### src/include/muldiv_consts.svh
`ifndef MULDIV_CONSTS_SVH
`define MULDIV_CONSTS_SVH

// Operand and result width
`define MULDIV_XLEN 32

// Destination register index width
`define MULDIV_RD_W 5

// Default number of waiting requests
`define MULDIV_FIFO_DEPTH 4

// Stored request: op, rd, arga, argb
`define MULDIV_REQ_W (3 + `MULDIV_RD_W + 2 * `MULDIV_XLEN)

`endif

### src/verilog/muldiv_pkg.sv
`default_nettype none

package muldiv_pkg;

  // RISC-V M-extension operations, encoded as funct3
  typedef enum logic [2:0] {
    MUL    = 3'b000,
    MULH   = 3'b001,
    MULHSU = 3'b010,
    MULHU  = 3'b011,
    DIV    = 3'b100,
    DIVU   = 3'b101,
    REM    = 3'b110,
    REMU   = 3'b111
  } muldiv_op_e;

  // Arithmetic unit FSM
  typedef enum logic [1:0] {
    IDLE = 2'b00,
    CALC = 2'b01,
    DONE = 2'b10
  } muldiv_state_e;

  function automatic logic op_is_div(muldiv_op_e op);
    return op inside {DIV, DIVU, REM, REMU};
  endfunction

  function automatic logic op_is_rem(muldiv_op_e op);
    return op inside {REM, REMU};
  endfunction

  // Operand A is read as two's complement
  function automatic logic op_a_signed(muldiv_op_e op);
    return op inside {MULH, MULHSU, DIV, REM};
  endfunction

  function automatic logic op_b_signed(muldiv_op_e op);
    return op inside {MULH, DIV, REM};
  endfunction

endpackage

`default_nettype wire

### src/verilog/acc_issue.sv
`timescale 1ns/1ps
`default_nettype none

`include "muldiv_consts.svh"

module acc_issue (
  input  logic                          clk,
  input  logic                          rst_n_i,
  // Offload request from the core
  input  logic                          req_valid_i,
  input  muldiv_pkg::muldiv_op_e        req_op_i,
  input  logic [`MULDIV_RD_W-1:0]       req_rd_i,
  input  logic [`MULDIV_XLEN-1:0]       req_arga_i,
  input  logic [`MULDIV_XLEN-1:0]       req_argb_i,
  output logic                          req_ready_o,
  // Request buffer write side
  input  logic                          fifo_full_i,
  output logic                          push_o,
  output muldiv_pkg::muldiv_op_e        push_op_o,
  output logic [`MULDIV_RD_W-1:0]       push_rd_o,
  output logic [`MULDIV_XLEN-1:0]       push_arga_o,
  output logic [`MULDIV_XLEN-1:0]       push_argb_o,
  // Observed response handshake
  input  logic                          rsp_valid_i,
  input  logic                          rsp_ready_i,
  input  logic [`MULDIV_RD_W-1:0]       rsp_rd_i
);

  localparam int NUM_REGS = 1 << `MULDIV_RD_W;

  logic [NUM_REGS-1:0] pending_q;
  logic                active_q;
  logic                rd_busy;
  logic                rsp_done;

  // Goes high on the first cycle out of reset
  always_ff @(posedge clk) begin
    if (!rst_n_i) begin
      active_q <= 1'b0;
    end else begin
      active_q <= 1'b1;
    end
  end

  // x0 is hardwired to zero and never blocks
  assign rd_busy = (req_rd_i != '0) && pending_q[req_rd_i];

  assign req_ready_o = active_q && !fifo_full_i && !rd_busy;

  assign push_o      = req_valid_i && req_ready_o;
  assign push_op_o   = req_op_i;
  assign push_rd_o   = req_rd_i;
  assign push_arga_o = req_arga_i;
  assign push_argb_o = req_argb_i;

  assign rsp_done = rsp_valid_i && rsp_ready_i;

  // Scoreboard of destination registers with a result in flight
  always_ff @(posedge clk) begin
    if (!rst_n_i) begin
      pending_q <= '0;
    end else begin
      if (rsp_done) begin
        pending_q[rsp_rd_i] <= 1'b0;
      end
      // A busy register cannot be accepted, so set and clear never collide
      if (push_o && (req_rd_i != '0)) begin
        pending_q[req_rd_i] <= 1'b1;
      end
    end
  end

endmodule

`default_nettype wire

### src/verilog/acc_req_fifo.sv
`timescale 1ns/1ps
`default_nettype none

`include "muldiv_consts.svh"

module acc_req_fifo #(
  parameter int DEPTH = `MULDIV_FIFO_DEPTH
) (
  input  logic                          clk,
  input  logic                          rst_n_i,
  // Write side
  input  logic                          push_i,
  input  muldiv_pkg::muldiv_op_e        push_op_i,
  input  logic [`MULDIV_RD_W-1:0]       push_rd_i,
  input  logic [`MULDIV_XLEN-1:0]       push_arga_i,
  input  logic [`MULDIV_XLEN-1:0]       push_argb_i,
  // Read side
  input  logic                          pop_i,
  output logic                          full_o,
  output logic                          empty_o,
  output muldiv_pkg::muldiv_op_e        head_op_o,
  output logic [`MULDIV_RD_W-1:0]       head_rd_o,
  output logic [`MULDIV_XLEN-1:0]       head_arga_o,
  output logic [`MULDIV_XLEN-1:0]       head_argb_o
);

  localparam int PTR_W   = $clog2(DEPTH);
  localparam int CNT_W   = $clog2(DEPTH + 1);
  localparam int ARGA_LO = `MULDIV_XLEN;
  localparam int RD_LO   = 2 * `MULDIV_XLEN;
  localparam int OP_LO   = RD_LO + `MULDIV_RD_W;

  logic [`MULDIV_REQ_W-1:0] mem_q [DEPTH];
  logic [`MULDIV_REQ_W-1:0] head;
  logic [PTR_W-1:0]         wr_ptr_q;
  logic [PTR_W-1:0]         rd_ptr_q;
  logic [CNT_W-1:0]         count_q;
  logic                     wr_en;
  logic                     rd_en;

  assign full_o  = (count_q == CNT_W'(DEPTH));
  assign empty_o = (count_q == '0);

  // Pop frees a slot in the same cycle, so push is fine when full
  assign wr_en = push_i && (!full_o || pop_i);
  assign rd_en = pop_i && !empty_o;

  always_ff @(posedge clk) begin
    if (!rst_n_i) begin
      wr_ptr_q <= '0;
      rd_ptr_q <= '0;
      count_q  <= '0;
    end else begin
      if (wr_en) begin
        wr_ptr_q <= (wr_ptr_q == PTR_W'(DEPTH - 1)) ? '0 : wr_ptr_q + 1'b1;
      end
      if (rd_en) begin
        rd_ptr_q <= (rd_ptr_q == PTR_W'(DEPTH - 1)) ? '0 : rd_ptr_q + 1'b1;
      end
      count_q <= count_q + CNT_W'(wr_en) - CNT_W'(rd_en);
    end
  end

  always_ff @(posedge clk) begin
    if (wr_en) begin
      mem_q[wr_ptr_q] <= {push_op_i, push_rd_i, push_arga_i, push_argb_i};
    end
  end

  // Oldest entry
  assign head        = mem_q[rd_ptr_q];
  assign head_op_o   = muldiv_pkg::muldiv_op_e'(head[`MULDIV_REQ_W-1:OP_LO]);
  assign head_rd_o   = head[OP_LO-1:RD_LO];
  assign head_arga_o = head[RD_LO-1:ARGA_LO];
  assign head_argb_o = head[ARGA_LO-1:0];

endmodule

`default_nettype wire

### src/verilog/muldiv_offload_top.sv
`timescale 1ns/1ps
`default_nettype none

`include "muldiv_consts.svh"

module muldiv_offload_top (
  input  logic                          clk,
  input  logic                          rst_n_i,
  // Offload request port
  input  logic                          req_valid_i,
  output logic                          req_ready_o,
  input  muldiv_pkg::muldiv_op_e        req_op_i,
  input  logic [`MULDIV_RD_W-1:0]       req_rd_i,
  input  logic [`MULDIV_XLEN-1:0]       req_arga_i,
  input  logic [`MULDIV_XLEN-1:0]       req_argb_i,
  // Response port
  output logic                          rsp_valid_o,
  input  logic                          rsp_ready_i,
  output logic [`MULDIV_RD_W-1:0]       rsp_rd_o,
  output logic [`MULDIV_XLEN-1:0]       rsp_data_o
);

  // Issue stage to buffer
  logic                          push;
  muldiv_pkg::muldiv_op_e        push_op;
  logic [`MULDIV_RD_W-1:0]       push_rd;
  logic [`MULDIV_XLEN-1:0]       push_arga;
  logic [`MULDIV_XLEN-1:0]       push_argb;
  logic                          fifo_full;

  // Buffer to arithmetic unit
  logic                          fifo_empty;
  logic                          pop;
  muldiv_pkg::muldiv_op_e        head_op;
  logic [`MULDIV_RD_W-1:0]       head_rd;
  logic [`MULDIV_XLEN-1:0]       head_arga;
  logic [`MULDIV_XLEN-1:0]       head_argb;

  acc_issue acc_issue_inst (
    .clk          (clk),
    .rst_n_i      (rst_n_i),
    .req_valid_i  (req_valid_i),
    .req_op_i     (req_op_i),
    .req_rd_i     (req_rd_i),
    .req_arga_i   (req_arga_i),
    .req_argb_i   (req_argb_i),
    .req_ready_o  (req_ready_o),
    .fifo_full_i  (fifo_full),
    .push_o       (push),
    .push_op_o    (push_op),
    .push_rd_o    (push_rd),
    .push_arga_o  (push_arga),
    .push_argb_o  (push_argb),
    .rsp_valid_i  (rsp_valid_o),
    .rsp_ready_i  (rsp_ready_i),
    .rsp_rd_i     (rsp_rd_o)
  );

  acc_req_fifo #(
    .DEPTH (`MULDIV_FIFO_DEPTH)
  ) acc_req_fifo_inst (
    .clk          (clk),
    .rst_n_i      (rst_n_i),
    .push_i       (push),
    .push_op_i    (push_op),
    .push_rd_i    (push_rd),
    .push_arga_i  (push_arga),
    .push_argb_i  (push_argb),
    .pop_i        (pop),
    .full_o       (fifo_full),
    .empty_o      (fifo_empty),
    .head_op_o    (head_op),
    .head_rd_o    (head_rd),
    .head_arga_o  (head_arga),
    .head_argb_o  (head_argb)
  );

  muldiv_unit muldiv_unit_inst (
    .clk          (clk),
    .rst_n_i      (rst_n_i),
    .empty_i      (fifo_empty),
    .pop_o        (pop),
    .op_i         (head_op),
    .rd_i         (head_rd),
    .arga_i       (head_arga),
    .argb_i       (head_argb),
    .rsp_valid_o  (rsp_valid_o),
    .rsp_ready_i  (rsp_ready_i),
    .rsp_rd_o     (rsp_rd_o),
    .rsp_data_o   (rsp_data_o)
  );

endmodule

`default_nettype wire

### src/verilog/muldiv_unit.sv
`timescale 1ns/1ps
`default_nettype none

`include "muldiv_consts.svh"

module muldiv_unit (
  input  logic                          clk,
  input  logic                          rst_n_i,
  // Request buffer head
  input  logic                          empty_i,
  output logic                          pop_o,
  input  muldiv_pkg::muldiv_op_e        op_i,
  input  logic [`MULDIV_RD_W-1:0]       rd_i,
  input  logic [`MULDIV_XLEN-1:0]       arga_i,
  input  logic [`MULDIV_XLEN-1:0]       argb_i,
  // Result
  output logic                          rsp_valid_o,
  input  logic                          rsp_ready_i,
  output logic [`MULDIV_RD_W-1:0]       rsp_rd_o,
  output logic [`MULDIV_XLEN-1:0]       rsp_data_o
);

  localparam int XLEN  = `MULDIV_XLEN;
  localparam int CNT_W = $clog2(XLEN + 1);

  muldiv_pkg::muldiv_state_e state_q;
  muldiv_pkg::muldiv_op_e    op_q;
  logic [CNT_W-1:0]          cnt_q;
  logic [`MULDIV_RD_W-1:0]   rd_q;
  logic [XLEN-1:0]           opnd_q;
  logic [2*XLEN-1:0]         work_q;
  logic                      neg_q;
  logic [XLEN-1:0]           res_q;

  logic                      a_neg;
  logic                      b_neg;
  logic [XLEN-1:0]           a_mag;
  logic [XLEN-1:0]           b_mag;
  logic                      div_zero;
  logic                      div_ovf;
  logic [XLEN-1:0]           early_res;
  logic [XLEN:0]             mul_sum;
  logic [XLEN:0]             div_shift;
  logic [XLEN:0]             div_diff;
  logic [2*XLEN-1:0]         work_step;
  logic [2*XLEN-1:0]         prod_fix;
  logic [XLEN-1:0]           part_sel;

  assign pop_o = (state_q == muldiv_pkg::IDLE) && !empty_i;

  // Sign capture and magnitudes for the head entry
  assign a_neg = muldiv_pkg::op_a_signed(op_i) && arga_i[XLEN-1];
  assign b_neg = muldiv_pkg::op_b_signed(op_i) && argb_i[XLEN-1];
  assign a_mag = a_neg ? -arga_i : arga_i;
  assign b_mag = b_neg ? -argb_i : argb_i;

  // Corner cases that skip the iteration
  assign div_zero = muldiv_pkg::op_is_div(op_i) && (argb_i == '0);
  assign div_ovf  = (op_i inside {muldiv_pkg::DIV, muldiv_pkg::REM}) &&
                    (arga_i == {1'b1, {(XLEN-1){1'b0}}}) && (argb_i == '1);

  always_comb begin
    if (muldiv_pkg::op_is_rem(op_i)) begin
      early_res = div_zero ? arga_i : '0;
    end else begin
      early_res = div_zero ? '1 : arga_i;
    end
  end

  // One iteration; work_q is {remainder, quotient} when dividing
  always_comb begin
    mul_sum   = {1'b0, work_q[2*XLEN-1:XLEN]} + (work_q[0] ? {1'b0, opnd_q} : '0);
    div_shift = work_q[2*XLEN-1:XLEN-1];
    div_diff  = div_shift - {1'b0, opnd_q};
    if (!muldiv_pkg::op_is_div(op_q)) begin
      work_step = {mul_sum, work_q[XLEN-1:1]};
    end else if (div_diff[XLEN]) begin
      work_step = {div_shift[XLEN-1:0], work_q[XLEN-2:0], 1'b0};
    end else begin
      work_step = {div_diff[XLEN-1:0], work_q[XLEN-2:0], 1'b1};
    end
  end

  // Result select and sign fix-up
  always_comb begin
    prod_fix = neg_q ? -work_q : work_q;
    unique case (op_q)
      muldiv_pkg::MUL: begin
        part_sel = prod_fix[XLEN-1:0];
      end
      muldiv_pkg::MULH, muldiv_pkg::MULHSU, muldiv_pkg::MULHU: begin
        part_sel = prod_fix[2*XLEN-1:XLEN];
      end
      muldiv_pkg::DIV, muldiv_pkg::DIVU: begin
        part_sel = neg_q ? -work_q[XLEN-1:0] : work_q[XLEN-1:0];
      end
      default: begin
        part_sel = neg_q ? -work_q[2*XLEN-1:XLEN] : work_q[2*XLEN-1:XLEN];
      end
    endcase
  end

  always_ff @(posedge clk) begin
    if (!rst_n_i) begin
      state_q <= muldiv_pkg::IDLE;
      cnt_q   <= '0;
    end else begin
      unique case (state_q)
        muldiv_pkg::IDLE: begin
          if (pop_o) begin
            cnt_q   <= '0;
            state_q <= (div_zero || div_ovf) ? muldiv_pkg::DONE : muldiv_pkg::CALC;
          end
        end
        muldiv_pkg::CALC: begin
          // XLEN iterations, then one fix-up cycle
          if (cnt_q == CNT_W'(XLEN)) begin
            state_q <= muldiv_pkg::DONE;
          end
          cnt_q <= cnt_q + 1'b1;
        end
        muldiv_pkg::DONE: begin
          if (rsp_ready_i) begin
            state_q <= muldiv_pkg::IDLE;
          end
        end
        default: begin
          state_q <= muldiv_pkg::IDLE;
        end
      endcase
    end
  end

  always_ff @(posedge clk) begin
    if (pop_o) begin
      op_q  <= op_i;
      rd_q  <= rd_i;
      res_q <= early_res;
      neg_q <= muldiv_pkg::op_is_rem(op_i) ? a_neg : (a_neg ^ b_neg);
      if (muldiv_pkg::op_is_div(op_i)) begin
        work_q <= {{XLEN{1'b0}}, a_mag};
        opnd_q <= b_mag;
      end else begin
        work_q <= {{XLEN{1'b0}}, b_mag};
        opnd_q <= a_mag;
      end
    end else if (state_q == muldiv_pkg::CALC) begin
      if (cnt_q == CNT_W'(XLEN)) begin
        res_q <= part_sel;
      end else begin
        work_q <= work_step;
      end
    end
  end

  assign rsp_valid_o = (state_q == muldiv_pkg::DONE);
  assign rsp_rd_o    = rd_q;
  assign rsp_data_o  = res_q;

endmodule

`default_nettype wire
### config.mk
export PLATFORM = sky130hd
export DESIGN_NAME = muldiv_offload_top
export DESIGN_NICKNAME = d
export VERILOG_FILES = /design/src/verilog/muldiv_pkg.sv /design/src/verilog/acc_issue.sv /design/src/verilog/acc_req_fifo.sv /design/src/verilog/muldiv_offload_top.sv /design/src/verilog/muldiv_unit.sv
export VERILOG_INCLUDE_DIRS = /design/src /design/src/include
export SDC_FILE = /design/constraint.sdc
export NUM_CORES = 1
export LEC_CHECK = 0
export ABC_AREA = 1
export BUFFER_PORTS_ARGS = -buffer_cell sky130_fd_sc_hd__buf_2
export CAP_MARGIN = 25
export CORE_ASPECT_RATIO = 0.9
export CORE_MARGIN = 1.5
export CORE_UTILIZATION = 32
export CTS_CLUSTER_DIAMETER = 100
export DETAILED_ROUTE_END_ITERATION = 8
export GPL_TIMING_DRIVEN = 0
export PLACE_DENSITY = 0.48
export SYNTH_ARGS = -nofsm -noshare
export SYNTH_HDL_FRONTEND = slang
export SYNTH_SLANG_ARGS = --single-unit
### constraint.sdc
create_clock -name clk -period 14.5 [get_ports clk]
set_input_delay 3.625 -clock clk [delete_from_list [all_inputs] [get_ports clk]]
set_output_delay 3.625 -clock clk [all_outputs]
set_load 0.05 [all_outputs]
==> impl_metrics.py <==
metrics = {
    "critical_path": {
        "start_kind": "input pin",
        "critPathCaptureType": "output pin",
        "timing.rr.start": "muldiv_unit_inst.neg_q$_DFFE_PP_",
        "cp_max_fo": 10,
        "timing.critical_path.from": "req_rd_i[1]",
        "crit_type": "input pin to output pin",
        "rrSetupSlack_ns": 10.23,
        "arrival_ns": 5.77,
        "crit_required_ns": 10.88,
    },
    "clock_network": {
        "clkLatencyLatePin_ns": 0.65,
        "cts_num_sinks": 475,
        "clk_pin_slew_ns": 0.06,
        "root_buffer": "clkbuf_16",
        "hold_buffers": 0,
        "numCtsBuffers": 56,
        "cts_setup_buffers": 0,
        "ctsHtreeMaxLevel": 2,
        "cts_resized": 0,
        "cts_tree": "done",
        "clk_path_buf_depth": 3,
    },
    "detailed_routing": {
        "antenna_left": 0,
        "vias": 28900,
        "route.detailed.drc": 0,
        "post_drt_wl_per_cell_um": 21.7,
        "wirelength_um": 122000,
        "vias_per_cell": 5.16,
        "drtIter0Drc": 2937,
        "drtPass1Iterations": 6,
    },
    "sta": {
        "fmax_ghz": 0.106,
        "hold_violations": 0,
        "drv_slew": 0,
        "setup_viol": 0,
        "rsz0062_at_grt": "false",
        "min_period_ns": 9.40,
        "tightest_slew_ns": 1.19,
        "post-route-period-util_pct": 64.8,
        "worst_slew_margin_rel_pct": 19.5,
        "final.setup.tns_ns": 0,
        "worst_slack_ns": 5.10,
        "skew_ns": 0.0566,
    },
    "logic_synthesis": {
        "async_reset_ff_share_pct": 0,
        "synth_area_um2": 30700,
        "syn_nets": 4280,
        "yosysWarnings": 0,
        "synth_seq_cells": 475,
        "ys.flop_type": "edfxtp_1",
        "yosysUniqueCellTypes": 54,
        "seq_area_frac_synth_pct": 44.8,
        "avgSynthCellArea_um2": 7.45,
        "synth-edff-count": 425,
        "synthCells": 4123,
    },
    "final_layout": {
        "diodes": 0,
        "fin_nets": 4467,
        "drive_gt1_share_pct": 8.49,
        "stdcell_area_um2": 35000,
        "final_cell_count_no_fill": 5610,
        "area_growth_pct": 14.1,
    },
    "global_route": {
        "grt_antenna_before_repair": 7,
        "grt_usage_pct": 24.5,
        "grt_pass1_wl_um": 179000,
        "grt_overflow_total": 0,
        "grt_pass1_vias": 27000,
        "grt_start_max_net_pins": 64,
    },
    "placed_design": {
        "dp_hpwl_um": 96500,
        "place_area_um2": 33200,
        "io_buffers": 114,
        "dp.cells": 5505,
        "pre_cts_slack_ns": 5.10,
        "gp_congestion": 0.990,
    },
    "floorplanning": {
        "ios": 115,
        "dieHeight_um": 297,
        "coreArea_um2": 94900,
        "die-area_um2": 97900,
        "die_w_um": 330,
        "start_util_pct": 32.4,
        "rows": 107,
    },
    "min_path": {
        "hold_path.class": "flop to flop",
        "hold_start": "acc_issue_inst.pending_q[0]$_SDFF_PN0_",
    },
    "status": {
        "status": "finished, final reports clean",
    },
    "flow_run": {
        "maxCapViolCount": 0,
    },
}
## kinds of logic (layout without fill, tap and decap cells)
logic type / Yosys count / count (layout) / share of synthesized area, %
flip-flops: 475 / 475 / 44.8
multiplexers: 5 / 5 / 0.163
XOR/XNOR: 64 / 64 / 1.82
adder cells (fa/ha/maj): 81 / 81 / 3.37
AND/OR/NAND/NOR: 2414 / 2414 / 33.0
AO/OA/AOI/OAI: 544 / 544 / 9.49
buffers and inverters: 540 / 774 / 7.40
## per-layer routing
metal,vias up,part of all wire [%],GRT usage (%)
met5,-,0.038,0
met4,10,2.8,6.85
met3,170,6.2,2.65
met2,986,45,39.1
met1,13700,45,35.0
li1,14100,-,-
## per-stage QoR
stage               utilization (%)  hold slack (ns)
global placement               34.6            0.449
floorplan                         -            0.433
CTS                            36.9            0.465
detailed placement             35.0            0.449
global route                   36.9            0.513
finish                         36.9            0.463
## cells in the mapped netlist (all sizes together) (9+ instances only)
| cell | count | area (µm²) |
|---|---|---|
| a21boi | 16 | 120 |
| a21oi | 200 | 1000 |
| buf | 75 | 508 |
| clkbuf | 64 | 244 |
| dfxtp | 50 | 1000 |
| edfxtp | 425 | 12800 |
| ha | 78 | 976 |
| inv | 396 | 1500 |
| nand2 | 1418 | 5400 |
| nand3 | 449 | 2270 |
| nand3b | 15 | 113 |
| nand4 | 51 | 340 |
| nor2 | 405 | 1580 |
| nor3 | 48 | 240 |
| o211ai | 9 | 67.6 |
| o21ai | 276 | 1410 |
| or2 | 14 | 87.6 |
| xnor2 | 28 | 245 |
| xor2 | 36 | 315 |
## path summary, 6_finish.rpt
path,endpoint,depth (start not counted)
setup / recovery,req_ready_o,12
hold / removal,acc_issue_inst.pending_q[0]$_SDFF_PN0_,2
setup reg to reg,muldiv_unit_inst.rsp_data_o[15]$_DFFE_PP_,8
hold reg to reg,acc_issue_inst.pending_q[0]$_SDFF_PN0_,2
## registers in the layout, summed over array words and instances, names as in the netlist, named ones only
register,count
acc_issue_inst.active_q,1
acc_issue_inst.pending_q,32
acc_req_fifo_inst.count_q,3
acc_req_fifo_inst.mem_q,288
acc_req_fifo_inst.rd_ptr_q,2
acc_req_fifo_inst.wr_ptr_q,2
muldiv_unit_inst.cnt_q,6
muldiv_unit_inst.neg_q,1
muldiv_unit_inst.op_q,3
muldiv_unit_inst.opnd_q,32
muldiv_unit_inst.rsp_data_o,32
muldiv_unit_inst.rsp_rd_o,5
muldiv_unit_inst.state_q,2
muldiv_unit_inst.work_q,64
## placed cells by master (no fill, tap or decap), types with 13 or more instances in the layout
cell	synthesis	final
ha_1	78	78
a21oi_1	200	200
nor3_1	48	48
nand4_1	49	49
buf_4	15	17
buf_2	34	148
clkinv_1	5	16
nor2_1	386	382
buf_6	17	17
inv_1	383	383
nor2_2	16	16
dfxtp_1	50	50
a21boi_0	16	16
edfxtp_1	425	425
clkbuf_16	0	57
clkbuf_1	63	79
nand3b_1	15	15
xnor2_1	28	28
nand3_1	445	445
o21ai_0	244	243
xor2_1	36	36
nand2_2	27	27
or2_2	13	13
o21ai_1	25	25
nand2_1	1390	1389
## worst max-delay path: stages
cell and delay [ns]:
buf_2 0.17, inv_1 0.05, nor2_1 0.47, clkbuf_1 0.51, a21oi_1 0.14, nand2_1 0.10
nand2_1 0.05, nand4_1 0.12, o21ai_0 0.16, nand2_1 0.11, inv_1 0.04, buf_2 0.20
## area by class of cell
class	count	area, µm²
sequential	475	13800
buffer	139	756
fill	10200	59900
multi-input combinational	3108	14700
clock buffer	75	1500
clock inverter	30	307
timing repair buffer	129	891
tap	1253	1570
inverter	401	1520
Power is left out: the tool's default activity adds up to more than one toggle a clock period on the data nets, which glitch-free logic cannot reach.
